===== src/design/sdram_sched_pkg.sv =====
`default_nettype none

package sdram_sched_pkg;

  ////////////////////
  // Widths
  ////////////////////
  localparam int BA_W   = 2;
  localparam int ROW_W  = 13;
  localparam int COL_W  = 10;
  localparam int ADDR_W = 13;
  localparam int DQ_W   = 16;
  localparam int BANKS  = 1 << BA_W;

  // Address bit that turns a PRE into PRE-all
  localparam int PRE_ALL_BIT = 10;

  typedef logic [BA_W-1:0]   ba_t;
  typedef logic [ROW_W-1:0]  row_t;
  typedef logic [COL_W-1:0]  col_t;
  typedef logic [ADDR_W-1:0] addr_t;
  typedef logic [DQ_W-1:0]   dq_t;

  ////////////////////
  // Commands
  ////////////////////
  // Encoded as {cs_n, ras_n, cas_n, we_n}
  typedef enum logic [3:0] {
    CMD_NOP = 4'b0111,
    CMD_ACT = 4'b0011,
    CMD_RD  = 4'b0101,
    CMD_WR  = 4'b0100,
    CMD_PRE = 4'b0010,
    CMD_REF = 4'b0001
  } sdram_cmd_e;

endpackage

`default_nettype wire


===== src/design/sdram_cmd_if.sv =====
`timescale 1ns/1ps
`default_nettype none

interface sdram_cmd_if;

  // Request side, held stable while req is high
  logic                        req;
  sdram_sched_pkg::sdram_cmd_e cmd;
  sdram_sched_pkg::ba_t        ba;
  sdram_sched_pkg::addr_t      addr;

  // Single-cycle pulse from the arbiter
  logic                        grant;

  modport requester (
    output req, cmd, ba, addr,
    input  grant
  );

  modport arbiter (
    input  req, cmd, ba, addr,
    output grant
  );

endinterface

`default_nettype wire


===== src/design/sdram_bank_timer.sv =====
`timescale 1ns/1ps
`default_nettype none

module sdram_bank_timer #(
  parameter int T_RCD = 3,
  parameter int T_RP  = 3,
  parameter int T_RAS = 6,
  parameter int T_WR  = 2
) (
  input  wire logic                        clk_i,
  input  wire logic                        rst_ni,
  input  wire sdram_sched_pkg::sdram_cmd_e cmd_i,
  input  wire sdram_sched_pkg::ba_t        ba_i,
  input  wire sdram_sched_pkg::addr_t      addr_i,
  output logic [sdram_sched_pkg::BANKS-1:0] bank_open_o,
  output sdram_sched_pkg::row_t             bank_row_o [sdram_sched_pkg::BANKS],
  output logic [sdram_sched_pkg::BANKS-1:0] act_ok_o,
  output logic [sdram_sched_pkg::BANKS-1:0] rw_ok_o,
  output logic [sdram_sched_pkg::BANKS-1:0] pre_ok_o
);

  localparam int BANKS = sdram_sched_pkg::BANKS;
  localparam int CW    = 8;

  // Counter slots per bank
  localparam int K_RCD = 0;
  localparam int K_RP  = 1;
  localparam int K_RAS = 2;
  localparam int K_WR  = 3;

  // Two cycles are already spent between grant and status update
  localparam logic [CW-1:0] LD [4] = '{
    CW'((T_RCD > 2) ? T_RCD - 2 : 0),
    CW'((T_RP  > 2) ? T_RP  - 2 : 0),
    CW'((T_RAS > 2) ? T_RAS - 2 : 0),
    CW'((T_WR  > 2) ? T_WR  - 2 : 0)
  };

  logic [CW-1:0] cnt  [BANKS][4];
  logic [3:0]    load [BANKS];

  always_comb
  begin
    for (int b = 0; b < BANKS; b++)
    begin
      load[b] = 4'b0000;
      if (ba_i == sdram_sched_pkg::ba_t'(b) || cmd_i == sdram_sched_pkg::CMD_PRE)
      begin
        unique case (cmd_i)
          sdram_sched_pkg::CMD_ACT:
          begin
            load[b][K_RCD] = 1'b1;
            load[b][K_RAS] = 1'b1;
          end
          sdram_sched_pkg::CMD_PRE:
            load[b][K_RP] = addr_i[sdram_sched_pkg::PRE_ALL_BIT] ||
                            ba_i == sdram_sched_pkg::ba_t'(b);
          sdram_sched_pkg::CMD_WR:
            load[b][K_WR] = 1'b1;
          default:
            load[b] = 4'b0000;
        endcase
      end
    end
  end

  ////////////////////
  // Down-counters
  ////////////////////
  always_ff @(posedge clk_i or negedge rst_ni)
  begin
    if (!rst_ni)
    begin
      for (int b = 0; b < BANKS; b++)
        for (int k = 0; k < 4; k++)
          cnt[b][k] <= '0;
    end
    else
    begin
      for (int b = 0; b < BANKS; b++)
        for (int k = 0; k < 4; k++)
          if (load[b][k])
            cnt[b][k] <= LD[k];
          else if (cnt[b][k] != '0)
            cnt[b][k] <= cnt[b][k] - 1'b1;
    end
  end

  // Open flags
  always_ff @(posedge clk_i or negedge rst_ni)
  begin
    if (!rst_ni)
      bank_open_o <= '0;
    else
      for (int b = 0; b < BANKS; b++)
        if (load[b][K_RAS])
          bank_open_o[b] <= 1'b1;
        else if (load[b][K_RP])
          bank_open_o[b] <= 1'b0;
  end

  always_ff @(posedge clk_i)
  begin
    for (int b = 0; b < BANKS; b++)
      if (load[b][K_RAS])
        bank_row_o[b] <= sdram_sched_pkg::row_t'(addr_i);
  end

  always_comb
  begin
    for (int b = 0; b < BANKS; b++)
    begin
      act_ok_o[b] = cnt[b][K_RP] == '0;
      rw_ok_o[b]  = cnt[b][K_RCD] == '0;
      pre_ok_o[b] = cnt[b][K_RAS] == '0 && cnt[b][K_WR] == '0;
    end
  end

  // Column access needs an open row
  a_rw_open: assert property (@(posedge clk_i) disable iff (!rst_ni)
    (cmd_i == sdram_sched_pkg::CMD_RD || cmd_i == sdram_sched_pkg::CMD_WR)
      |-> bank_open_o[ba_i]);

endmodule

`default_nettype wire


===== src/design/sdram_port_engine.sv =====
`timescale 1ns/1ps
`default_nettype none

module sdram_port_engine (
  input  wire logic                   clk_i,
  input  wire logic                   rst_ni,
  input  wire logic                   rdreq_i,
  input  wire sdram_sched_pkg::ba_t   rdba_i,
  input  wire sdram_sched_pkg::row_t  rdrow_i,
  input  wire sdram_sched_pkg::col_t  rdcol_i,
  input  wire logic                   wrreq_i,
  input  wire sdram_sched_pkg::ba_t   wrba_i,
  input  wire sdram_sched_pkg::row_t  wrrow_i,
  input  wire sdram_sched_pkg::col_t  wrcol_i,
  input  wire logic [sdram_sched_pkg::BANKS-1:0] bank_open_i,
  input  wire sdram_sched_pkg::row_t  bank_row_i [sdram_sched_pkg::BANKS],
  input  wire logic [sdram_sched_pkg::BANKS-1:0] act_ok_i,
  input  wire logic [sdram_sched_pkg::BANKS-1:0] rw_ok_i,
  input  wire logic [sdram_sched_pkg::BANKS-1:0] pre_ok_i,
  output logic                        rdrdy_o,
  output logic                        wrrdy_o,
  sdram_cmd_if.requester              bus
);

  typedef enum logic {
    PE_IDLE,
    PE_BUSY
  } pe_state_e;

  pe_state_e             state;
  sdram_sched_pkg::ba_t  ba;
  sdram_sched_pkg::row_t row;
  sdram_sched_pkg::col_t col;
  logic                  hit;

  // Reads win over writes
  assign ba  = rdreq_i ? rdba_i  : wrba_i;
  assign row = rdreq_i ? rdrow_i : wrrow_i;
  assign col = rdreq_i ? rdcol_i : wrcol_i;
  assign hit = bank_open_i[ba] && bank_row_i[ba] == row;

  ////////////////////
  // Next command
  ////////////////////
  always_comb
  begin
    bus.req  = 1'b0;
    bus.cmd  = sdram_sched_pkg::CMD_NOP;
    bus.ba   = ba;
    bus.addr = '0;
    if (state == PE_IDLE && (rdreq_i || wrreq_i))
    begin
      if (hit)
      begin
        bus.req  = rw_ok_i[ba];
        bus.cmd  = rdreq_i ? sdram_sched_pkg::CMD_RD : sdram_sched_pkg::CMD_WR;
        bus.addr = sdram_sched_pkg::addr_t'(col);
      end
      else if (bank_open_i[ba])
      begin
        // Row conflict, close the bank first
        bus.req = pre_ok_i[ba];
        bus.cmd = sdram_sched_pkg::CMD_PRE;
      end
      else
      begin
        bus.req  = act_ok_i[ba];
        bus.cmd  = sdram_sched_pkg::CMD_ACT;
        bus.addr = sdram_sched_pkg::addr_t'(row);
      end
    end
  end

  // Hold off one cycle after any grant, bank status is still stale
  always_ff @(posedge clk_i or negedge rst_ni)
  begin
    if (!rst_ni)
    begin
      state   <= PE_IDLE;
      rdrdy_o <= 1'b0;
      wrrdy_o <= 1'b0;
    end
    else
    begin
      state   <= bus.grant ? PE_BUSY : PE_IDLE;
      rdrdy_o <= bus.grant && bus.cmd == sdram_sched_pkg::CMD_RD;
      wrrdy_o <= bus.grant && bus.cmd == sdram_sched_pkg::CMD_WR;
    end
  end

endmodule

`default_nettype wire


===== src/design/sdram_refresh_engine.sv =====
`timescale 1ns/1ps
`default_nettype none

module sdram_refresh_engine #(
  parameter int REF_INTERVAL = 200
) (
  input  wire logic                              clk_i,
  input  wire logic                              rst_ni,
  input  wire logic [sdram_sched_pkg::BANKS-1:0] bank_open_i,
  input  wire logic [sdram_sched_pkg::BANKS-1:0] act_ok_i,
  input  wire logic [sdram_sched_pkg::BANKS-1:0] pre_ok_i,
  sdram_cmd_if.requester                         bus
);

  localparam int IW = $clog2(REF_INTERVAL + 1);

  typedef enum logic [1:0] {
    RF_IDLE,
    RF_PRECH,
    RF_REF
  } rf_state_e;

  rf_state_e     state;
  logic [IW-1:0] interval_cnt;
  logic          tick;
  logic [2:0]    pending;
  logic          ref_done;

  assign tick     = interval_cnt == IW'(REF_INTERVAL - 1);
  assign ref_done = bus.grant && state == RF_REF;

  always_ff @(posedge clk_i or negedge rst_ni)
  begin
    if (!rst_ni)
    begin
      interval_cnt <= '0;
      pending      <= '0;
      state        <= RF_IDLE;
    end
    else
    begin
      interval_cnt <= tick ? '0 : interval_cnt + 1'b1;
      if (tick && !ref_done && pending != 3'd7)
        pending <= pending + 1'b1;
      else if (!tick && ref_done)
        pending <= pending - 1'b1;

      unique case (state)
        RF_IDLE:  if (pending != '0) state <= (|bank_open_i) ? RF_PRECH : RF_REF;
        RF_PRECH: if (bus.grant || bank_open_i == '0) state <= RF_REF;
        RF_REF:
          if (ref_done)          state <= RF_IDLE;
          else if (|bank_open_i) state <= RF_PRECH;
        default:                 state <= RF_IDLE;
      endcase
    end
  end

  ////////////////////
  // Request
  ////////////////////
  always_comb
  begin
    bus.ba   = '0;
    bus.addr = '0;
    bus.addr[sdram_sched_pkg::PRE_ALL_BIT] = state == RF_PRECH;
    bus.cmd  = (state == RF_PRECH) ? sdram_sched_pkg::CMD_PRE : sdram_sched_pkg::CMD_REF;
    unique case (state)
      RF_PRECH: bus.req = |bank_open_i && &(pre_ok_i | ~bank_open_i);
      RF_REF:   bus.req = bank_open_i == '0 && &act_ok_i;
      default:  bus.req = 1'b0;
    endcase
  end

endmodule

`default_nettype wire


===== src/design/sdram_cmd_arbiter.sv =====
`timescale 1ns/1ps
`default_nettype none

module sdram_cmd_arbiter #(
  parameter int PORTS = 2,
  parameter int T_RC  = 9,
  localparam int PW   = (PORTS > 1) ? $clog2(PORTS) : 1
) (
  input  wire logic                  clk_i,
  input  wire logic                  rst_ni,
  input  wire sdram_sched_pkg::dq_t  wrd_i [PORTS],
  output sdram_sched_pkg::sdram_cmd_e cmd_o,
  output sdram_sched_pkg::ba_t       ba_o,
  output sdram_sched_pkg::addr_t     addr_o,
  output sdram_sched_pkg::dq_t       dq_o,
  output logic                       dqoe_o,
  output logic [PW-1:0]              port_o,
  sdram_cmd_if.arbiter               req_if [PORTS+1]
);

  localparam int N  = PORTS + 1;
  localparam int CW = 8;

  logic [N-1:0]                req;
  logic [N-1:0]                eligible;
  logic [N-1:0]                grant;
  sdram_sched_pkg::sdram_cmd_e cmd  [N];
  sdram_sched_pkg::ba_t        ba   [N];
  sdram_sched_pkg::addr_t      addr [N];

  sdram_sched_pkg::sdram_cmd_e cmd_nxt;
  sdram_sched_pkg::ba_t        ba_nxt;
  sdram_sched_pkg::addr_t      addr_nxt;
  sdram_sched_pkg::dq_t        dq_nxt;
  logic [PW-1:0]               port_nxt;
  logic [CW-1:0]               trc_cnt;
  logic                        trc_ok;

  assign trc_ok = trc_cnt == '0;

  for (genvar i = 0; i < N; i++)
  begin : gen_req
    assign req[i]          = req_if[i].req;
    assign cmd[i]          = req_if[i].cmd;
    assign ba[i]           = req_if[i].ba;
    assign addr[i]         = req_if[i].addr;
    assign req_if[i].grant = grant[i];

    // No grant right after an issue, requesters still see old bank status
    assign eligible[i] = req[i] && cmd_o == sdram_sched_pkg::CMD_NOP &&
                         (trc_ok || !(cmd[i] == sdram_sched_pkg::CMD_ACT ||
                                      cmd[i] == sdram_sched_pkg::CMD_REF));
  end

  ////////////////////
  // Fixed priority
  ////////////////////
  always_comb
  begin
    grant = '0;
    if (eligible[PORTS])
      grant[PORTS] = 1'b1;
    else
      for (int i = PORTS - 1; i >= 0; i--)
        if (eligible[i])
          grant = N'(1) << i;

    cmd_nxt  = sdram_sched_pkg::CMD_NOP;
    ba_nxt   = '0;
    addr_nxt = '0;
    dq_nxt   = '0;
    port_nxt = '0;
    for (int i = 0; i < N; i++)
      if (grant[i])
      begin
        cmd_nxt  = cmd[i];
        ba_nxt   = ba[i];
        addr_nxt = addr[i];
      end
    for (int i = 0; i < PORTS; i++)
      if (grant[i])
      begin
        dq_nxt   = wrd_i[i];
        port_nxt = PW'(i);
      end
  end

  always_ff @(posedge clk_i or negedge rst_ni)
  begin
    if (!rst_ni)
    begin
      cmd_o   <= sdram_sched_pkg::CMD_NOP;
      dqoe_o  <= 1'b0;
      trc_cnt <= '0;
    end
    else
    begin
      cmd_o  <= cmd_nxt;
      dqoe_o <= cmd_nxt == sdram_sched_pkg::CMD_WR;
      if (cmd_nxt == sdram_sched_pkg::CMD_ACT || cmd_nxt == sdram_sched_pkg::CMD_REF)
        trc_cnt <= CW'((T_RC > 1) ? T_RC - 1 : 0);
      else if (!trc_ok)
        trc_cnt <= trc_cnt - 1'b1;
    end
  end

  always_ff @(posedge clk_i)
  begin
    ba_o   <= ba_nxt;
    addr_o <= addr_nxt;
    dq_o   <= dq_nxt;
    port_o <= port_nxt;
  end

  a_one_grant: assert property (@(posedge clk_i) disable iff (!rst_ni) $onehot0(grant));
  a_grant_req: assert property (@(posedge clk_i) disable iff (!rst_ni) (grant & ~req) == '0);

endmodule

`default_nettype wire


===== src/design/sdram_read_tracker.sv =====
`timescale 1ns/1ps
`default_nettype none

module sdram_read_tracker #(
  parameter int PORTS = 2,
  parameter int CL    = 3,
  localparam int PW   = (PORTS > 1) ? $clog2(PORTS) : 1
) (
  input  wire logic                        clk_i,
  input  wire logic                        rst_ni,
  input  wire sdram_sched_pkg::sdram_cmd_e cmd_i,
  input  wire logic [PW-1:0]               grant_port_i,
  output logic [PORTS-1:0]                 rdqvalid_o
);

  // Stage k holds a read issued k+1 cycles ago
  logic [CL-1:0] valid;
  logic [PW-1:0] port [CL];

  always_ff @(posedge clk_i or negedge rst_ni)
  begin
    if (!rst_ni)
      valid <= '0;
    else
      valid <= {valid[CL-2:0], cmd_i == sdram_sched_pkg::CMD_RD};
  end

  always_ff @(posedge clk_i)
  begin
    port[0] <= grant_port_i;
    for (int k = 1; k < CL; k++)
      port[k] <= port[k-1];
  end

  assign rdqvalid_o = valid[CL-1] ? (PORTS'(1) << port[CL-1]) : '0;

  a_one_valid: assert property (@(posedge clk_i) disable iff (!rst_ni) $onehot0(rdqvalid_o));

endmodule

`default_nettype wire


===== src/design/sdram_sched_top.sv =====
`timescale 1ns/1ps
`default_nettype none

module sdram_sched_top #(
  parameter int PORTS        = 2,
  parameter int CL           = 3,
  parameter int T_RCD        = 3,
  parameter int T_RP         = 3,
  parameter int T_RAS        = 6,
  parameter int T_WR         = 2,
  parameter int T_RC         = 9,
  parameter int REF_INTERVAL = 200
) (
  input  wire logic                   clk_i,
  input  wire logic                   rst_ni,
  input  wire logic                   rdreq_i    [PORTS],
  input  wire sdram_sched_pkg::ba_t   rdba_i     [PORTS],
  input  wire sdram_sched_pkg::row_t  rdrow_i    [PORTS],
  input  wire sdram_sched_pkg::col_t  rdcol_i    [PORTS],
  output logic                        rdrdy_o    [PORTS],
  input  wire logic                   wrreq_i    [PORTS],
  input  wire sdram_sched_pkg::ba_t   wrba_i     [PORTS],
  input  wire sdram_sched_pkg::row_t  wrrow_i    [PORTS],
  input  wire sdram_sched_pkg::col_t  wrcol_i    [PORTS],
  input  wire sdram_sched_pkg::dq_t   wrd_i      [PORTS],
  output logic                        wrrdy_o    [PORTS],
  output sdram_sched_pkg::dq_t        rdq_o      [PORTS],
  output logic                        rdqvalid_o [PORTS],
  output sdram_sched_pkg::sdram_cmd_e sdram_cmd_o,
  output sdram_sched_pkg::ba_t        sdram_ba_o,
  output sdram_sched_pkg::addr_t      sdram_addr_o,
  input  wire sdram_sched_pkg::dq_t   sdram_dq_i,
  output sdram_sched_pkg::dq_t        sdram_dq_o,
  output logic                        sdram_dqoe_o
);

  localparam int BANKS = sdram_sched_pkg::BANKS;
  localparam int PW    = (PORTS > 1) ? $clog2(PORTS) : 1;

  logic [BANKS-1:0]      bank_open, act_ok, rw_ok, pre_ok;
  sdram_sched_pkg::row_t bank_row [BANKS];
  logic [PW-1:0]         issued_port;
  logic [PORTS-1:0]      rdqvalid;

  // Ports first, refresh engine in the last slot
  sdram_cmd_if req_if [PORTS+1] ();

  sdram_bank_timer #(
    .T_RCD (T_RCD),
    .T_RP  (T_RP),
    .T_RAS (T_RAS),
    .T_WR  (T_WR)
  ) u_bank_timer (
    .clk_i, .rst_ni,
    .cmd_i       (sdram_cmd_o),
    .ba_i        (sdram_ba_o),
    .addr_i      (sdram_addr_o),
    .bank_open_o (bank_open),
    .bank_row_o  (bank_row),
    .act_ok_o    (act_ok),
    .rw_ok_o     (rw_ok),
    .pre_ok_o    (pre_ok)
  );

  for (genvar p = 0; p < PORTS; p++)
  begin : gen_port
    sdram_port_engine u_port_engine (
      .clk_i, .rst_ni,
      .rdreq_i     (rdreq_i[p]),
      .rdba_i      (rdba_i[p]),
      .rdrow_i     (rdrow_i[p]),
      .rdcol_i     (rdcol_i[p]),
      .wrreq_i     (wrreq_i[p]),
      .wrba_i      (wrba_i[p]),
      .wrrow_i     (wrrow_i[p]),
      .wrcol_i     (wrcol_i[p]),
      .bank_open_i (bank_open),
      .bank_row_i  (bank_row),
      .act_ok_i    (act_ok),
      .rw_ok_i     (rw_ok),
      .pre_ok_i    (pre_ok),
      .rdrdy_o     (rdrdy_o[p]),
      .wrrdy_o     (wrrdy_o[p]),
      .bus         (req_if[p])
    );

    // All ports see the read bus, rdqvalid selects the owner
    assign rdq_o[p]      = sdram_dq_i;
    assign rdqvalid_o[p] = rdqvalid[p];
  end

  sdram_refresh_engine #(
    .REF_INTERVAL (REF_INTERVAL)
  ) u_refresh_engine (
    .clk_i, .rst_ni,
    .bank_open_i (bank_open),
    .act_ok_i    (act_ok),
    .pre_ok_i    (pre_ok),
    .bus         (req_if[PORTS])
  );

  sdram_cmd_arbiter #(
    .PORTS (PORTS),
    .T_RC  (T_RC)
  ) u_cmd_arbiter (
    .clk_i, .rst_ni,
    .wrd_i  (wrd_i),
    .cmd_o  (sdram_cmd_o),
    .ba_o   (sdram_ba_o),
    .addr_o (sdram_addr_o),
    .dq_o   (sdram_dq_o),
    .dqoe_o (sdram_dqoe_o),
    .port_o (issued_port),
    .req_if (req_if)
  );

  sdram_read_tracker #(
    .PORTS (PORTS),
    .CL    (CL)
  ) u_read_tracker (
    .clk_i, .rst_ni,
    .cmd_i        (sdram_cmd_o),
    .grant_port_i (issued_port),
    .rdqvalid_o   (rdqvalid)
  );

endmodule

`default_nettype wire


===== config.mk =====
export PLATFORM = sky130hd
export DESIGN_NAME = sdram_sched_top
export DESIGN_NICKNAME = d
export VERILOG_FILES = /design/src/design/sdram_sched_pkg.sv /design/src/design/sdram_cmd_if.sv /design/src/design/sdram_bank_timer.sv /design/src/design/sdram_port_engine.sv /design/src/design/sdram_refresh_engine.sv /design/src/design/sdram_cmd_arbiter.sv /design/src/design/sdram_read_tracker.sv /design/src/design/sdram_sched_top.sv
export SDC_FILE = /design/constraint.sdc
export NUM_CORES = 1
export LEC_CHECK = 0
export BUFFER_PORTS_ARGS = -buffer_cell sky130_fd_sc_hd__clkbuf_2
export CELL_PAD_IN_SITES_DETAIL_PLACEMENT = 1
export CELL_PAD_IN_SITES_GLOBAL_PLACEMENT = 1
export CORE_MARGIN = 4
export CORE_UTILIZATION = 48
export CTS_CLUSTER_SIZE = 40
export DETAILED_ROUTE_END_ITERATION = 16
export GPL_TIMING_DRIVEN = 0
export PLACE_DENSITY = 0.94
export SYNTH_ARGS = -nofsm -noshare
export SYNTH_HDL_FRONTEND = slang
export SYNTH_HIERARCHICAL = 1
export SYNTH_SLANG_ARGS = --single-unit

===== constraint.sdc =====
create_clock -name clk_i -period 9.3 [get_ports clk_i]
set_input_delay 0.465 -clock clk_i [delete_from_list [all_inputs] [get_ports clk_i]]
set_output_delay 0.465 -clock clk_i [all_outputs]
set_load 0.01 [all_outputs]

* Word level (Yosys, flattened, before mapping)
Memory sizes are Yosys's and may differ from the RTL's. Index checks and enable logic that the tools add are counted.
Word-level totals: bits in writable memories 3, latch bits 0, memories 1, register bits after elaboration 251, memory bits (read-only) 0, logic and storage cells 342, output and inout bits 74
Operators by class: divide/modulo/power cells 0, shifts and indexed selects 1, bitwise operators 6, multiplexer cells 128, $lt $le $gt $ge 4, $add $sub $neg 20, multiply operators 0, equal/unequal tests 31, reductions and logical operators 109
Memory list:
- u_read_tracker.port | words 3, width 1, rd ports 3, clocked after memory_dff 0, wr ports 3, RTL line sdram_read_tracker.sv:18 | logic [PW-1:0] port [CL];
Operator list (count):
- $mux W8 | 35
- $mux W13 | 14
- $logic_not A8 Y1 | 17
- $sub A8 B1 Y8 const B | 17
- $reduce_bool A8 Y1 | 16
- $bmux W13 S2 | 2
- $mux W4 | 11
- $reduce_bool A2 Y1 | 21
- $mux W1 | 35
- $eq A4 B3 Y1 const B | 8
- $mux W16 | 2
- $eq A13 B13 Y1 | 2
- $mux W2 | 13
- $logic_and A1 B1 Y1 | 24
- $eq A4 B2 Y1 const B | 5
- $mux W10 | 2
- $logic_or A1 B1 Y1 | 18
- $bmux W1 S2 | 8
- $eq A4 B1 Y1 const B | 3
- $mux W11 | 1
- $mux W3 | 3
- $add A8 B1 Y8 const B | 1
- $eq A2 B2 Y1 const B | 4
- $eq A8 B8 Y1 const B | 1
- 23 further kinds | 36

* Longest topological paths before layout
Gate-level depths: netlist of run 1.
depth after elaboration 23, gate-level depth with buffers 20

* By module
Netlist of run 1, hierarchy kept.
By module, submodules not included:
- sdram_bank_timer | area each 8622.0 µm², times used 1, cells each 799
- sdram_port_engine | area each 1714.1 µm², times used 2, cells each 226
- sdram_cmd_arbiter | area each 1909.3 µm², times used 1, cells each 182
- sdram_refresh_engine | area each 1037.2 µm², times used 1, cells each 117
- sdram_sched_top | area each 240.2 µm², times used 1, cells each 32
- sdram_read_tracker | area each 160.2 µm², times used 1, cells each 9

* Least setup slack after synthesis of run 1
No wires, ideal clock.
kind reg-to-reg, start register u_bank_timer/cnt[104] (netlist bit), end register u_refresh_engine.pending[1], data arrival time 3858 ps, slack 5293 ps, library setup time 150 ps, buffers on the path 1, stages on the path, launching flop included 18, period minus slack after synthesis 4007 ps, data required time 9150 ps, cell sequence dfrtp_1 -> inv_1 -> ha_1 -> nor3b_1 -> nand2_1 -> nor2_1 -> inv_1 -> a222oi_1 -> a41oi_1 -> nor2b_1 -> nand2_1 -> nor2_4 -> clkbuf_1 -> nand2_1 -> nand3_1 -> fa_1 -> a222oi_1 -> a31oi_1
On the way: longest elaborated chain between the ends 14, elaborated cells on any way between the ends 16, those cells by class mux: 3; bitwise: 1; reduce/logical: 12
Ends and longest elaborated chain:
- start: declaration | RTL line sdram_bank_timer.sv:39 | logic [CW-1:0] cnt [BANKS][4];
- start signal: indexed assignment | RTL line sdram_bank_timer.sv:83 | cnt[b][k] <= LD[k];
- start signal: indexed assignment | RTL line sdram_bank_timer.sv:85 | cnt[b][k] <= cnt[b][k] - 1'b1;
- $logic_not A8 Y1 * | RTL line sdram_bank_timer.sv:115 | pre_ok_o[b] = cnt[b][K_RAS] == '0 && cnt[b][K_WR] == '0;
- $logic_and A1 B1 Y1 * | RTL line sdram_bank_timer.sv:115
- net pre_ok[0] | RTL line sdram_sched_top.sv:40 | logic [BANKS-1:0] bank_open, act_ok, rw_ok, pre_ok;
- $or A4 B4 Y4 * | RTL line sdram_refresh_engine.sv:69 | RF_PRECH: bus.req = |bank_open_i && &(pre_ok_i | ~bank_open_i);
- $reduce_and A4 Y1 * | RTL line sdram_refresh_engine.sv:69
- $logic_and A1 B1 Y1 * | RTL line sdram_refresh_engine.sv:69
- $pmux W1 S2 * | RTL line sdram_refresh_engine.sv:68 | unique case (state)
- net req_if[2].req | RTL line sdram_cmd_if.sv:7 | logic req;
- $logic_and A1 B1 Y1 * (2 in a row) | RTL line sdram_cmd_arbiter.sv:50 | assign eligible[i] = req[i] && cmd_o == sdram_sched_pkg::CMD_NOP &&
- $mux W1 * | RTL line sdram_cmd_arbiter.sv:61 | if (eligible[PORTS])
- net req_if[2].grant | RTL line sdram_cmd_if.sv:13 | logic grant;
- $logic_and A1 B1 Y1 * | RTL line sdram_refresh_engine.sv:30 | assign ref_done = bus.grant && state == RF_REF;
- $logic_not A1 Y1 | RTL line sdram_refresh_engine.sv:43 | if (tick && !ref_done && pending != 3'd7)
- $logic_and A1 B1 Y1 (2 in a row) | RTL line sdram_refresh_engine.sv:43
- $mux W3 / $reduce_bool A2 Y1 (equally long branches)
- end signal: assignment | RTL line sdram_refresh_engine.sv:44 | pending <= pending + 1'b1;
- end signal: assignment | RTL line sdram_refresh_engine.sv:46 | pending <= pending - 1'b1;
- end: declaration | RTL line sdram_refresh_engine.sv:26 | logic [2:0] pending;
The timed path passes the listed nets; every way through them passes the cells marked *. A chain may end at the register's enable or synchronous reset.

* Worst setup path in the final report of run 1
start register u_bank_timer/cnt[72] (netlist bit), end register u_refresh_engine.pending[1]
The elaborated chain is that of the path after synthesis.

==> results by stage, run 1 <==
Status:
- The flow ran to the end, but the final reports show violations.
- The final reports fail on negative hold slack.

Synth:
- The post-synthesis cell count is 1591.
- The async set-or-reset flop fraction in the synthesized netlist is 0.657.
- For this run, the register share of the synthesized area comes to 0.419.
- In this run the mean area of a mapped cell was 9.68 um^2.
- The synthesized netlist contains between 100 and 150 unique library cells.
- The number of enable-type register cells in the synthesized netlist is between 50 and 60.
- The cell type contributing the most total cell area after synthesis is sky130_fd_sc_hd__dfrtp_1.
- The number of warnings reported in the yosys synthesis log is 6.
- The post-synthesis sequential element count is approximately 250.
- The cell area after technology mapping is approximately 15000 um^2.
- Among all flip-flop cells after synthesis, the most frequent one is sky130_fd_sc_hd__dfrtp_1.
- The share of synthesized area in the top cell type comes to 0.267.
- By area the synthesized netlist is led by sky130_fd_sc_hd__dfrtp_1, sky130_fd_sc_hd__edfxtp_1, sky130_fd_sc_hd__mux2i_1.

Job:
- The number of max-cap violations is 0.

CTS:
- The CTS sink count is 254.
- Post-CTS repair changed the size of 0 cells.
- The post-CTS setup repair buffer count is 0.
- The CTS tree is done.
- Hold repair after CTS inserted 0 buffers.
- The TritonCTS buffer count is 29.
- The clock passes through at most 3 buffers.
- Clock-pin slew was measured on the worst setup and hold paths at 0.06 ns.
- Clock latency on the worst-skew pair, taken at its later pin, is 0.56 ns.
- The CTS root buffer is sky130_fd_sc_hd__clkbuf_16.
- CTS built an H-tree with a depth of 1.

STA:
- The actual slew at the worst max-slew pin is between 1 and 1.5 ns.
- The number of failing hold endpoints at the final stage came to 9.
- Subtracting the final worst setup slack from the clock period gives between 5 and 6 ns.
- The worst hold margin is -0.0352 ns.
- Setup slack closes at 3.37 ns.
- The post-route setup TNS is 0 ns.
- Setup repair after global routing left no endpoint under its margin.
- The normalized max-slew margin is 0.0506.
- The final-report setup violation count is 0.
- Across the routed clock network, the largest skew measured is ~0.020 ns.
- The max-slew violation count came to 0.
- For this run, the top clock speed supported by timing is approximately 170 MHz.
- In the finished design, the share of the clock period the worst path needs comes to 0.638.

Route:
- The detailed-routing iteration count for the pre-antenna-repair pass is 8.
- The detailed router finished its first iteration with about 1200 violations.
- Dividing the detail-routed wire length by the instance count gives 24.2 um.
- Across all layers, the routed design uses approximately 14000 vias.
- The DRC violation count after routing is 0.
- In the routed layout, each cell is associated on average with a via count of 6.25.
- The remaining antenna violation count is 0.
- The routed design has about 55 mm of wire.

Final layout:
- The repair_antennas step left the layout with diodes totalling 0.
- The number of nets in the layout is around 2000.
- The fraction of layout cells with a size suffix above 1 is 0.229.
- The area overhead of the layout relative to synthesis is 17.1%.
- The top cell types in the final layout, fill and taps aside, are sky130_fd_sc_hd__clkbuf_2, sky130_fd_sc_hd__dfrtp_1, sky130_fd_sc_hd__nor2_1.
- The count of filler cells inserted in the layout is about 3600.
- Leaving out fill and tap cells, the most frequent cell in the layout is sky130_fd_sc_hd__clkbuf_2.

Global routing:
- The initial antenna violation count is 0.
- The number of global-route vias before repair is between 15000 and 20000.
- For this run, global-route usage on met3 was measured as 0.0392.
- The first global-routing pass estimated between 80 and 90 mm of wire.
- In the global route stage, met1 resource usage came out at 0.359.
- The leftover overflow at the end of global routing is 0.
- The largest net degree at the start of global routing is between 90 and 100.
- For this run, global-route usage on met2 was measured as 0.545.
- In the global route stage, overall resource usage came out at 0.303.
- The global routing stage identified its most utilized layer as met2.

Die:
- The total area inside the core boundary comes to about 32000 um^2.
- The die is around 190 um tall.
- In this run the horizontal extent of the chip is roughly 190 um.
- The die footprint is around 35000 um^2.
- The effective utilization at floorplan is 0.487.
- Row generation in the floorplan step produced between 60 and 70 rows.
- Pin placement for this block handled between 200 and 250 I/O pins.

Worst setup path:
- The data arrival time at the worst-slack endpoint is between 6 and 7 ns.
- The startpoint class of the critical path is a flop.
- STA classifies the critical path endpoint as a flop.
- The worst setup path is of the reg2reg kind.
- The largest fanout on the critical path is 16.
- The critical path data required time is between 9 and 10 ns.

Place:
- The congestion estimate from routability-driven global placement came to ~0.97.
- The pre-CTS setup slack is roughly 3.8 ns.
- Port buffering added between 200 and 250 buffers.
- Detailed placement ended at an HPWL of 39.2 mm.

Power:
- The internal power summed over all cells is between 2000 and 3000 uW.
- The relative contribution of sequential cells to total power is 0.390.
- The share of total power dissipated in the clock network is 0.252.
- The worst-case IR drop observed on VDD is between 200 and 250 uV.
- The design draws roughly 4800 uW.
- Of the total power, the share spent switching nets is 0.394.
- The logic gate share of total power is 0.358.
- The static leakage is slightly below 0.008 uW.
- The reported net switching power is between 1500 and 2000 uW.
- The power density relative to cell area is 267 nW/um^2.

Min path:
- The tightest min-delay check is of the in2async type.
==> synthesized netlist by cell type, types with 16 or more instances <==
cell                       count
sky130_fd_sc_hd__a31oi_1      18
sky130_fd_sc_hd__mux2i_1      88
sky130_fd_sc_hd__dfxtp_1      35
sky130_fd_sc_hd__inv_1        85
sky130_fd_sc_hd__o21ai_1      16
sky130_fd_sc_hd__nand3_1      33
sky130_fd_sc_hd__ha_1         35
sky130_fd_sc_hd__clkbuf_1     17
sky130_fd_sc_hd__nor3_1       27
sky130_fd_sc_hd__buf_4        54
sky130_fd_sc_hd__or3_1        19
sky130_fd_sc_hd__dfrtp_1     164
sky130_fd_sc_hd__nand2_1     123
sky130_fd_sc_hd__nor2_1      153
sky130_fd_sc_hd__xnor2_1      60
sky130_fd_sc_hd__nand2b_1     37
sky130_fd_sc_hd__a22oi_1      21
sky130_fd_sc_hd__edfxtp_1     52
sky130_fd_sc_hd__nor2b_1      25
sky130_fd_sc_hd__nor3b_1      16
sky130_fd_sc_hd__a211oi_1     30
sky130_fd_sc_hd__a22o_1       18
sky130_fd_sc_hd__a21oi_1      85
sky130_fd_sc_hd__o21ai_0      26
sky130_fd_sc_hd__o22ai_1      24
==> power groups by stage <==
| stage | Combinational [uW] | Clock, uW | Sequential [uW] |
|---|---|---|---|
| 6_report | 1720 | 1210 | 1880 |
| 5_1_grt | 1870 | 1270 | 1920 |
| 4_1_cts | 1700 | 1220 | 1870 |
| 3_5_place_dp | 1620 | 0 | 1870 |
| 3_3_place_gp | 1480 | 0 | 1820 |
| 2_1_floorplan | 1130 | 0 | 1780 |
==> state kept, by name, summed over array words and instances (netlist names) <==
signal,flops
u_refresh_engine/interval_cnt,8
gen_port.u_port_engine/rdrdy_o,2
u_refresh_engine/state,2
u_bank_timer/bank_row_o,52
u_bank_timer/cnt,128
u_cmd_arbiter/port_o,1
u_bank_timer/bank_open_o,4
u_refresh_engine/pending,3
gen_port.u_port_engine/state,2
u_cmd_arbiter/cmd_o,4
gen_port.u_port_engine/wrrdy_o,2
u_cmd_arbiter/addr_o,13
u_cmd_arbiter/trc_cnt,8
u_cmd_arbiter/ba_o,2
u_cmd_arbiter/dqoe_o,1
u_cmd_arbiter/dq_o,16
u_read_tracker/port,3
u_read_tracker/valid,3
==> final timing paths <==
kind                                                           to  cells after the start  slack, ns                 start
min in group clk_i                          u_cmd_arbiter/dq_o[4]                      2       0.13              wrd_i[4]
max in group asynchronous       gen_port[1].u_port_engine/rdrdy_o                      2       8.47                rst_ni
worst min register to register          u_read_tracker/port[0][0]                      0       0.33  u_cmd_arbiter/port_o
worst min-delay path                          u_bank_timer/cnt[6]                      1      -0.04                rst_ni
worst max-delay path                  u_refresh_engine/pending[1]                     17       3.37  u_bank_timer/cnt[72]
worst max register to register        u_refresh_engine/pending[1]                     17       3.37  u_bank_timer/cnt[72]
==> logic make-up after synthesis <==
family	share of synthesized area
compound gates	0.164
xor+xnor	0.0427
fa+ha+maj	0.0297
buf+inv	0.0653
flops	0.419
mux	0.0752
other cells	0.000731
simple gates	0.203
==> per-layer routing <==
metal / up-vias / wire (um)
li1: 6229 / -
met1: 7082 / 20800
met2: 706 / 27700
met3: 170 / 3420
met4: 0 / 2870
met5: - / 0
==> through the flow <==
| step | instance area [um^2] | std cells | utilization |
|---|---|---|---|
| finish | 18000 | 2269 | 0.570 |
| global route | 18000 | 2269 | 0.570 |
| CTS | 18000 | 2269 | 0.570 |
| detailed placement | 17000 | 2216 | 0.538 |
| global placement | 17000 | 2215 | 0.537 |
| floorplan | 15500 | 1606 | - |
==> cell type report <==
cell class	count	area [um^2]	share of cell area
repair buffers	208	1070	0.0595
well taps	402	503	0.0279
clock buffers	43	838	0.0465
flip-flops and latches	254	6440	0.357
inverters	91	342	0.0189
clock inverters	10	159	0.00881
plain buffers	98	667	0.0370
multi-input cells	1163	8000	0.444
==> critical path: stages (launching register included) <==
cell	delay [ns]
sky130_fd_sc_hd__dfrtp_1	0.42
sky130_fd_sc_hd__inv_1	0.10
sky130_fd_sc_hd__ha_1	0.23
sky130_fd_sc_hd__nor3b_1	0.73
sky130_fd_sc_hd__nand2_1	0.33
sky130_fd_sc_hd__nor2_1	0.43
sky130_fd_sc_hd__inv_1	0.08
sky130_fd_sc_hd__a222oi_1	0.30
sky130_fd_sc_hd__a41oi_1	0.22
sky130_fd_sc_hd__nor2b_1	0.22
sky130_fd_sc_hd__nand2_1	0.17
sky130_fd_sc_hd__nor2_4	0.29
sky130_fd_sc_hd__clkbuf_1	0.74
sky130_fd_sc_hd__nand2_1	0.36
sky130_fd_sc_hd__nand3_1	0.22
sky130_fd_sc_hd__fa_1	0.46
sky130_fd_sc_hd__a222oi_1	0.36
sky130_fd_sc_hd__a31oi_1	0.08
(Power assumes the default switching activity.)
==> run 2: changes to the inputs <==
--- a/config.mk
+++ b/config.mk
@@ -9,11 +9,11 @@
 export CELL_PAD_IN_SITES_DETAIL_PLACEMENT = 1
 export CELL_PAD_IN_SITES_GLOBAL_PLACEMENT = 1
 export CORE_MARGIN = 4
-export CORE_UTILIZATION = 48
+export CORE_UTILIZATION = 45
 export CTS_CLUSTER_SIZE = 40
 export DETAILED_ROUTE_END_ITERATION = 16
 export GPL_TIMING_DRIVEN = 0
-export PLACE_DENSITY = 0.94
+export PLACE_DENSITY = 0.89
 export SYNTH_ARGS = -nofsm -noshare
 export SYNTH_HDL_FRONTEND = slang
 export SYNTH_HIERARCHICAL = 1
==> constraint.sdc (replaced) <==
create_clock -name clk_i -period 5.8 [get_ports clk_i]
set_input_delay 0.29 -clock clk_i [delete_from_list [all_inputs] [get_ports clk_i]]
set_output_delay 0.29 -clock clk_i [all_outputs]
set_load 0.01 [all_outputs]
==> run 2 against run 1 <==
Net effect:
- the run now ends clean
- core utilization down 2.4 points
- setup slack worse by 3.2 ns
- sequential cell count unchanged
- first-iteration DRC count up 2.3%
- clock-buffer cell count unchanged
- power up 58%
- clock power up 50%
- sequential share of layout area down 0.66 points
- critical path type unchanged
- largest cell class unchanged
- highest routed layer unchanged
==> results by stage, run 2 (synthesized netlist as in run 1, its figures left out) <==
STA:
- The actual slew at the worst max-slew pin is 1.44 ns (was 1.42 ns).
- The max-slew violation count is 0 (unchanged).
- The number of failing hold endpoints at the final stage is 0 (was 9).
- The final-report setup violation count is 0 (unchanged).
- The post-route setup TNS is 0 ns (unchanged).
- The share of the clock period used by the worst path is 0.972 (was 0.638).
- RSZ-0062 raised after global routing: no (unchanged).
- The worst setup skew after layout is 0.0420 ns (was 0.0199 ns).
- The minimum clock period was 5.64 ns (was 5.93 ns).
- The achievable frequency is 177 MHz (was 169 MHz).
- The normalized max-slew margin is 0.0416 (was 0.0506).

Worst setup path:
- The data arrival time at the worst-slack endpoint is 6.12 ns (was 6.30 ns).
- The type of the worst setup path is reg2reg (unchanged).
- The critical path data required time is 6.29 ns (was 9.67 ns).
- The kind of end point of the critical path is a flop (unchanged).
- The startpoint class of the critical path is a flop (unchanged).
- The reg-to-reg setup timing slack is 0.16 ns (was 3.37 ns).
- The largest fanout on the critical path was 11 (was 16).

CTS:
- The TritonCTS buffer count is 29 (unchanged).
- The CTS sink count is 254 (unchanged).
- The H-tree depth is 1 (unchanged).
- The deepest clock path buffer count is 3 (unchanged).
- The insertion delay to the later sink of the worst-skew pair is 0.56 ns (about the same).
- The clock slew seen by the registers of the worst setup and hold paths was 0.06 ns (about the same).
- The CTS tree was done (unchanged).
- The CTS root buffer is sky130_fd_sc_hd__clkbuf_16 (unchanged).

Route:
- The final routed wire length divided by cell count is 24.1 um (was 24.2 um).
- The detailed-routing iteration count for the pre-antenna-repair pass was 6 (was 8).
- The number of vias per cell after detailed routing came to 6.13 (was 6.25).
- The remaining antenna violation count is 0 (unchanged).
- The DRC violation count after routing is 0 (unchanged).
- The number of DRC markers after the initial detailed-route iteration is 1261 (was 1233).
- The wire length after detailed routing is 56.5 mm (was 54.9 mm).
- The total via count after detailed routing came to 14392 (was 14187).

Die:
- The width of the die is 193 um (was 187 um).
- The cell row count is 67 (was 65).
- The die footprint was 37200 um^2 (was 35000 um^2).
- The die outline height is 193 um (was 187 um).
- The floorplan core area was 33600 um^2 (was 31600 um^2).
- The number of top-level pins came to 228 (unchanged).
- The effective utilization at floorplan is 0.458 (was 0.487).

Final layout:
- The storage element area is 6440 um^2 (unchanged).
- Leading cell types in the layout, fill and taps excluded: sky130_fd_sc_hd__clkbuf_2, sky130_fd_sc_hd__dfrtp_1, sky130_fd_sc_hd__nor2_1 (unchanged).
- The multi-input gate area in the final layout is 8000 um^2 (unchanged).
- The flip-flop count of the largest register, all copies and words added is 128 (unchanged).
- Top Registers: u_bank_timer/cnt: 128 flops, u_bank_timer/bank_row_o: 52 flops, u_cmd_arbiter/dq_o: 16 flops (unchanged).
- The number of nets in the layout came to 2068 (was 2035).
- The most frequent standard cell in the layout excluding fill and tap cells is sky130_fd_sc_hd__clkbuf_2 (unchanged).
- The register name with the most flops is u_bank_timer/cnt (unchanged).
- The area overhead of the layout relative to synthesis is 19.3% (was 17.1%).
- The count of filler cells inserted in the layout is 3895 (was 3606).
- The share of the core filled with cells in the final layout is 0.546 (was 0.570).
- The final design instance area without fill came to 18400 um^2 (was 18000 um^2).
- The fraction of layout cells with a size suffix above 1 is 0.226 (was 0.229).

Min path:
- The worst hold-check path type was in2reg (was in2async).

Place:
- The post-place instance area is 17100 um^2 (was 17000 um^2).
- The number of buffers inserted by port buffering is 207 (unchanged).
- The placed wire-length estimate after detailed placement was 38.4 mm (was 39.2 mm).
- The routability congestion estimate came to 0.915 (was 0.967).

Global routing:
- The largest net degree at the start of global routing came to 97 (was 96).
- The global-route wire length before repair came to 85.4 mm (was 86.4 mm).
- The number of global-route vias before repair was 15031 (was 15337).
- The leftover overflow at the end of global routing is 0 (unchanged).
- The initial antenna violation count is 1 (was 0).
- The total global routing track utilization is 0.290 (was 0.303).

Job:
- The number of max-cap violations is 0 (unchanged).

Power:
- The total power draw is 7590 uW (was 4810 uW).
- The power density relative to cell area is 413 nW/um^2 (was 267 nW/um^2).
- The largest vdd supply drop came to 295 uV (was 212 uV).
- The static leakage is 0.00810 uW (was 0.00795 uW).

Status:
- Run status: completed (was complete, but fails checks).
## run 2: cell count changes in the layout (fill, tap and decap cells not counted)
| cell | delta |
|---|---|
| sky130_fd_sc_hd__inv_6 | +1 |
| sky130_fd_sc_hd__clkbuf_8 | -2 |
| sky130_fd_sc_hd__clkinv_2 | +3 |
| sky130_fd_sc_hd__clkbuf_4 | +1 |
| sky130_fd_sc_hd__dlygate4sd3_1 | +32 |
| sky130_fd_sc_hd__clkbuf_16 | +1 |
| sky130_fd_sc_hd__bufinv_16 | -3 |
| sky130_fd_sc_hd__diode_2 | +1 |
| sky130_fd_sc_hd__clkbuf_1 | -1 |
| sky130_fd_sc_hd__buf_16 | +1 |
| sky130_fd_sc_hd__inv_8 | -1 |
| sky130_fd_sc_hd__clkbuf_2 | +1 |
## run 2: what timing repair did
action                                  4_1_cts  5_1_grt
buffers inserted                              0        0
endpoints found under the setup margin        0        1
endpoints found under the hold margin        87        0
hold buffers                                 32        0
resized for setup                             0        2
## run 2: final timing paths
check                                             from                   endpoint  cells after the start
setup / recovery           u_bank_timer/bank_row_o[22]      u_cmd_arbiter/dq_o[9]                     13
hold / removal                               wrd_i[26]     u_cmd_arbiter/dq_o[10]                      2
setup reg to reg           u_bank_timer/bank_row_o[22]      u_cmd_arbiter/dq_o[9]                     13
hold reg to reg                   u_cmd_arbiter/port_o  u_read_tracker/port[0][0]                      0
max in group asynchronous                       rst_ni     u_cmd_arbiter/cmd_o[1]                      3
min in group asynchronous                       rst_ni      u_bank_timer/cnt[103]                      2
## run 2: per-stage QoR
step                hold slack, ns  instances  setup WS [ns]
finish                      0.0234       2349          0.164
detailed placement           0.315       2262          0.603
CTS                       0.000292       2347          0.439
global route                0.0181       2348          0.173
global placement             0.311       2261          0.708
floorplan                 -0.00559       1606           1.79
## run 2: layout make-up
class	instances	area share
clock buffer	43	0.0459
inverter	91	0.0186
sequential	254	0.351
multi-input combinational	1163	0.436
antenna	1	0.000136
buffer	98	0.0364
clock inverter	10	0.00443
tap	448	0.0305
timing repair buffer	241	0.0773
## run 2: metal layers
layer,global-route usage,part of all wire
met1,0.343,0.37
met2,0.512,0.49
met3,0.0445,0.073
met4,0.150,0.064
met5,0,0
## run 2: worst max-delay path: stages, from the launching register on
cell and delay (ns):
sky130_fd_sc_hd__edfxtp_1 0.42, sky130_fd_sc_hd__nor2b_1 0.17, sky130_fd_sc_hd__a2bb2oi_1 0.49, sky130_fd_sc_hd__o22ai_1 0.23
sky130_fd_sc_hd__a211oi_1 0.48, sky130_fd_sc_hd__nand4_1 0.37, sky130_fd_sc_hd__nor4_4 0.61, sky130_fd_sc_hd__mux2i_1 0.17
sky130_fd_sc_hd__a21oi_1 0.50, sky130_fd_sc_hd__nand2_1 0.33, sky130_fd_sc_hd__nor3_2 0.64, sky130_fd_sc_hd__buf_2 0.40
sky130_fd_sc_hd__a22o_1 0.21, sky130_fd_sc_hd__dlygate4sd3_1 0.55
## run 2: power breakdown
part	leakage [uW]	switching [uW]	internal, uW
logic	0.00478	1620	1160
clock network	0.000459	769	1050
registers	0.00286	613	2390
==> run 3: changes to the inputs <==
--- a/config.mk
+++ b/config.mk
@@ -9,11 +9,11 @@
 export CELL_PAD_IN_SITES_DETAIL_PLACEMENT = 1
 export CELL_PAD_IN_SITES_GLOBAL_PLACEMENT = 1
 export CORE_MARGIN = 4
-export CORE_UTILIZATION = 45
+export CORE_UTILIZATION = 40
 export CTS_CLUSTER_SIZE = 40
 export DETAILED_ROUTE_END_ITERATION = 16
 export GPL_TIMING_DRIVEN = 0
-export PLACE_DENSITY = 0.89
+export PLACE_DENSITY = 0.82
 export SYNTH_ARGS = -nofsm -noshare
 export SYNTH_HDL_FRONTEND = slang
 export SYNTH_HIERARCHICAL = 1
==> run 3 against run 2 <==
Net effect:
- design area is 0.48% higher
- cell count rose by 2.5%
- highest routed layer unchanged
- register-to-register slack gained 0.45 ns
- clock-buffer cell count decreased by 4
- maximum frequency is 8.7% higher
- critical path depth unchanged
- core utilization shrank 5.9 points
- sequential share of layout area is 0.17 points lower
- sequential power hardly changed
==> results by stage, run 3 (synthesized netlist as in run 1, its figures left out) <==
Global routing:
- The met3 track utilization from global routing is 0.0349 (was 0.0445).
- The global-route wire length before repair came to 81.2 mm (was 85.4 mm).
- The number of global-route vias before repair is 14701 (was 15031).
- The met2 track demand over resource is 0.432 (was 0.512).
- The global routing usage on met1 is 0.294 (was 0.343).
- The largest net degree at the start of global routing is 87 (was 97).
- The layer carrying the most global-route usage is met2 (unchanged).
- The leftover overflow at the end of global routing came to 0 (unchanged).
- The total global routing track utilization is 0.241 (was 0.290).
- The initial antenna violation count is 1 (unchanged).

Final layout:
- Top Registers: u_bank_timer/cnt: 128 flops, u_bank_timer/bank_row_o: 52 flops, u_cmd_arbiter/dq_o: 16 flops (unchanged).
- The multi-input gate area in the final layout is 8010 um^2 (was 8000 um^2).
- The count of filler cells inserted in the layout is 4458 (was 3895).
- The storage element area is 6440 um^2 (unchanged).
- The area overhead of the layout relative to synthesis is 19.8% (was 19.3%).
- The fraction of layout cells with a size suffix above 1 came to 0.227 (was 0.226).
- Leading cell types in the layout, fill and taps excluded: sky130_fd_sc_hd__clkbuf_2, sky130_fd_sc_hd__dfrtp_1, sky130_fd_sc_hd__nor2_1 (unchanged).
- The most frequent standard cell in the layout excluding fill and tap cells is sky130_fd_sc_hd__clkbuf_2 (unchanged).
- The number of nets in the layout is 2062 (was 2068).
- The register name with the most flops is u_bank_timer/cnt (unchanged).
- The flip-flop count of the largest register, all copies and words added is 128 (unchanged).
- The final design instance area without fill is 18500 um^2 (was 18400 um^2).

CTS:
- The insertion delay to the later sink of the worst-skew pair is 0.54 ns (was 0.56 ns).
- The TritonCTS buffer count is 28 (was 29).
- The deepest clock path buffer count is 3 (unchanged).
- The CTS tree is done (unchanged).
- The CTS sink count is 254 (unchanged).
- The post-CTS setup repair buffer count is 0 (unchanged).
- The clock slew seen by the registers of the worst setup and hold paths is 0.07 ns (was 0.06 ns).
- The H-tree depth was 1 (unchanged).
- The CTS root buffer is sky130_fd_sc_hd__clkbuf_16 (unchanged).

Die:
- The die outline height is 204 um (was 193 um).
- The width of the die is 204 um (was 193 um).
- The die footprint is 41700 um^2 (was 37200 um^2).
- The cell row count is 71 (was 67).
- The effective utilization at floorplan is 0.407 (was 0.458).
- The floorplan core area is 37800 um^2 (was 33600 um^2).
- The number of top-level pins was 228 (unchanged).

Worst setup path:
- The kind of cell adding the most delay to the critical path is simple AND/OR/NAND/NOR gates (unchanged).
- The kind of end point of the critical path is a flop (unchanged).
- The startpoint class of the critical path is a flop (unchanged).
- The cell depth of the worst flop-to-flop path is 13 (unchanged).
- The critical path data required time is 6.27 ns (was 6.29 ns).
- The critical path depth in cells is 13 (unchanged).
- The number of buffer and inverter instances along the worst setup path came to 2 (unchanged).
- The delay of the slowest critical-path stage came to 0.58 ns (was 0.64 ns).
- The largest fanout on the critical path came to 11 (unchanged).
- The data arrival time at the worst-slack endpoint was 5.66 ns (was 6.12 ns).
- The slowest cell on the critical path is sky130_fd_sc_hd__nor3_2 (unchanged).
- The type of the worst setup path is reg2reg (unchanged).
- Cells along the critical path: nor2b_1, a2bb2oi_1, o22ai_1, a211oi_1, nand4_1, nor4_4, mux2i_1, a21oi_1, nand2_1, nor3_2, buf_2, a22o_1, dlygate4sd3_1 (unchanged).

Power:
- The reported net switching power was 2870 uW (was 3000 uW).
- The logic gate share of total power is 0.353 (was 0.365).
- The relative contribution of sequential cells to total power was 0.396 (about the same).
- The static leakage is 0.00811 uW (was 0.00810 uW).
- The share of power burned in the clock network is 0.251 (was 0.239).
- The power density relative to cell area is 409 nW/um^2 (was 413 nW/um^2).
- The internal power summed over all cells is 4680 uW (was 4590 uW).
- The switching share of total power came to 0.380 (was 0.395).
- The largest vdd supply drop is 427 uV (was 295 uV).

STA:
- The number of failing hold endpoints at the final stage is 0 (unchanged).
- The achievable frequency is 193 MHz (was 177 MHz).
- The minimum clock period was 5.19 ns (was 5.64 ns).
- The worst setup skew after layout is 0.0159 ns (was 0.0420 ns).
- The max-slew violation count came to 0 (unchanged).
- The post-route setup TNS is 0 ns (unchanged).
- The share of the clock period used by the worst path is 0.894 (was 0.972).
- The actual slew at the worst max-slew pin was 1.43 ns (was 1.44 ns).
- RSZ-0062 raised after global routing: no (unchanged).
- The final-report setup violation count is 0 (unchanged).
- The normalized max-slew margin is 0.0467 (was 0.0416).

Min path:
- The worst hold-check path type is in2reg (unchanged).
- The number of cells on the worst hold path came to 2 (unchanged).

Route:
- The number of DRC markers after the initial detailed-route iteration came to 954 (was 1261).
- The number of vias per cell after detailed routing was 5.70 (was 6.13).
- The final routed wire length divided by cell count was 21.7 um (was 24.1 um).
- The remaining antenna violation count is 0 (unchanged).
- The wire length after detailed routing is 52.2 mm (was 56.5 mm).
- The DRC violation count after routing is 0 (unchanged).
- The total via count after detailed routing came to 13717 (was 14392).
- The detailed-routing iteration count for the pre-antenna-repair pass is 5 (was 6).

Place:
- The routability congestion estimate is 0.935 (was 0.915).
- The placed wire-length estimate after detailed placement is 38.2 mm (was 38.4 mm).
- The number of buffers inserted by port buffering is 207 (unchanged).
- The post-place instance area is 17200 um^2 (was 17100 um^2).

Job:
- The number of max-cap violations is 0 (unchanged).

Status:
- Run status: completed (unchanged).
run 3: cell count changes in the layout (fill, tap and decap cells not counted), sizes merged:
cell / delta
clkinv: +2
bufinv: +2
clkinvlp: -1
clkbuf: -5
dlygate4sd3: -3
diode: +1
buf: -1
run 3: final cells by class:
type,count,area share
flip-flops and latches,254,0.349
multi-input cells,1163,0.434
clock buffers,39,0.0453
clock inverters,13,0.00827
diodes,2,0.000271
plain buffers,97,0.0359
repair buffers,237,0.0738
well taps,511,0.0346
inverters,91,0.0185
run 3: final timing paths:
kind	from	end	slack, ns
worst max register to register	u_bank_timer/bank_row_o[22]	u_cmd_arbiter/dq_o[8]	0.61
worst max-delay path	u_bank_timer/bank_row_o[22]	u_cmd_arbiter/dq_o[8]	0.61
worst min register to register	u_read_tracker/port[0][1]	u_read_tracker/port[0][2]	0.33
worst min-delay path	wrd_i[13]	u_cmd_arbiter/dq_o[13]	0.02
max in group asynchronous	rst_ni	u_cmd_arbiter/cmd_o[0]	4.51
min in group asynchronous	rst_ni	u_bank_timer/cnt[65]	0.38
run 3: power by group through the flow:
stage                     sequential [uW]  clock [uW]  combinational [uW]
final                                2990        1890                2670
after global routing                 3080        2020                2950
after CTS                            2970        1930                2630
after detailed placement             2990           0                2540
after global placement               2930           0                2380
after floorplan                      2850           0                1820
run 3: per-stage QoR:
| step | util | cells | hold WS [ns] | total power [uW] | setup WS [ns] |
|---|---|---|---|---|---|
| after floorplan | - | 1606 | -0.00559 | 4660 | 1.79 |
| after global placement | 0.453 | 2324 | 0.311 | 5320 | 0.665 |
| after detailed placement | 0.454 | 2325 | 0.327 | 5530 | 0.396 |
| after CTS | 0.487 | 2406 | 0.00674 | 7530 | 0.233 |
| after global routing | 0.488 | 2406 | 0.0268 | 8040 | 0.256 |
| final | 0.488 | 2407 | 0.0212 | 7550 | 0.614 |
run 3: routing by layer:
layer	part of all wire	vias up
li1	-	6280
met1	0.39	6797
met2	0.50	511
met3	0.063	129
met4	0.041	0
met5	0	-
run 3: timing repair:
item / in CTS / in global routing
resized for setup: 0 / 1
hold buffers: 29 / 0
setup endpoints to repair: 0 / 2
endpoints found under the hold margin: 99 / 0
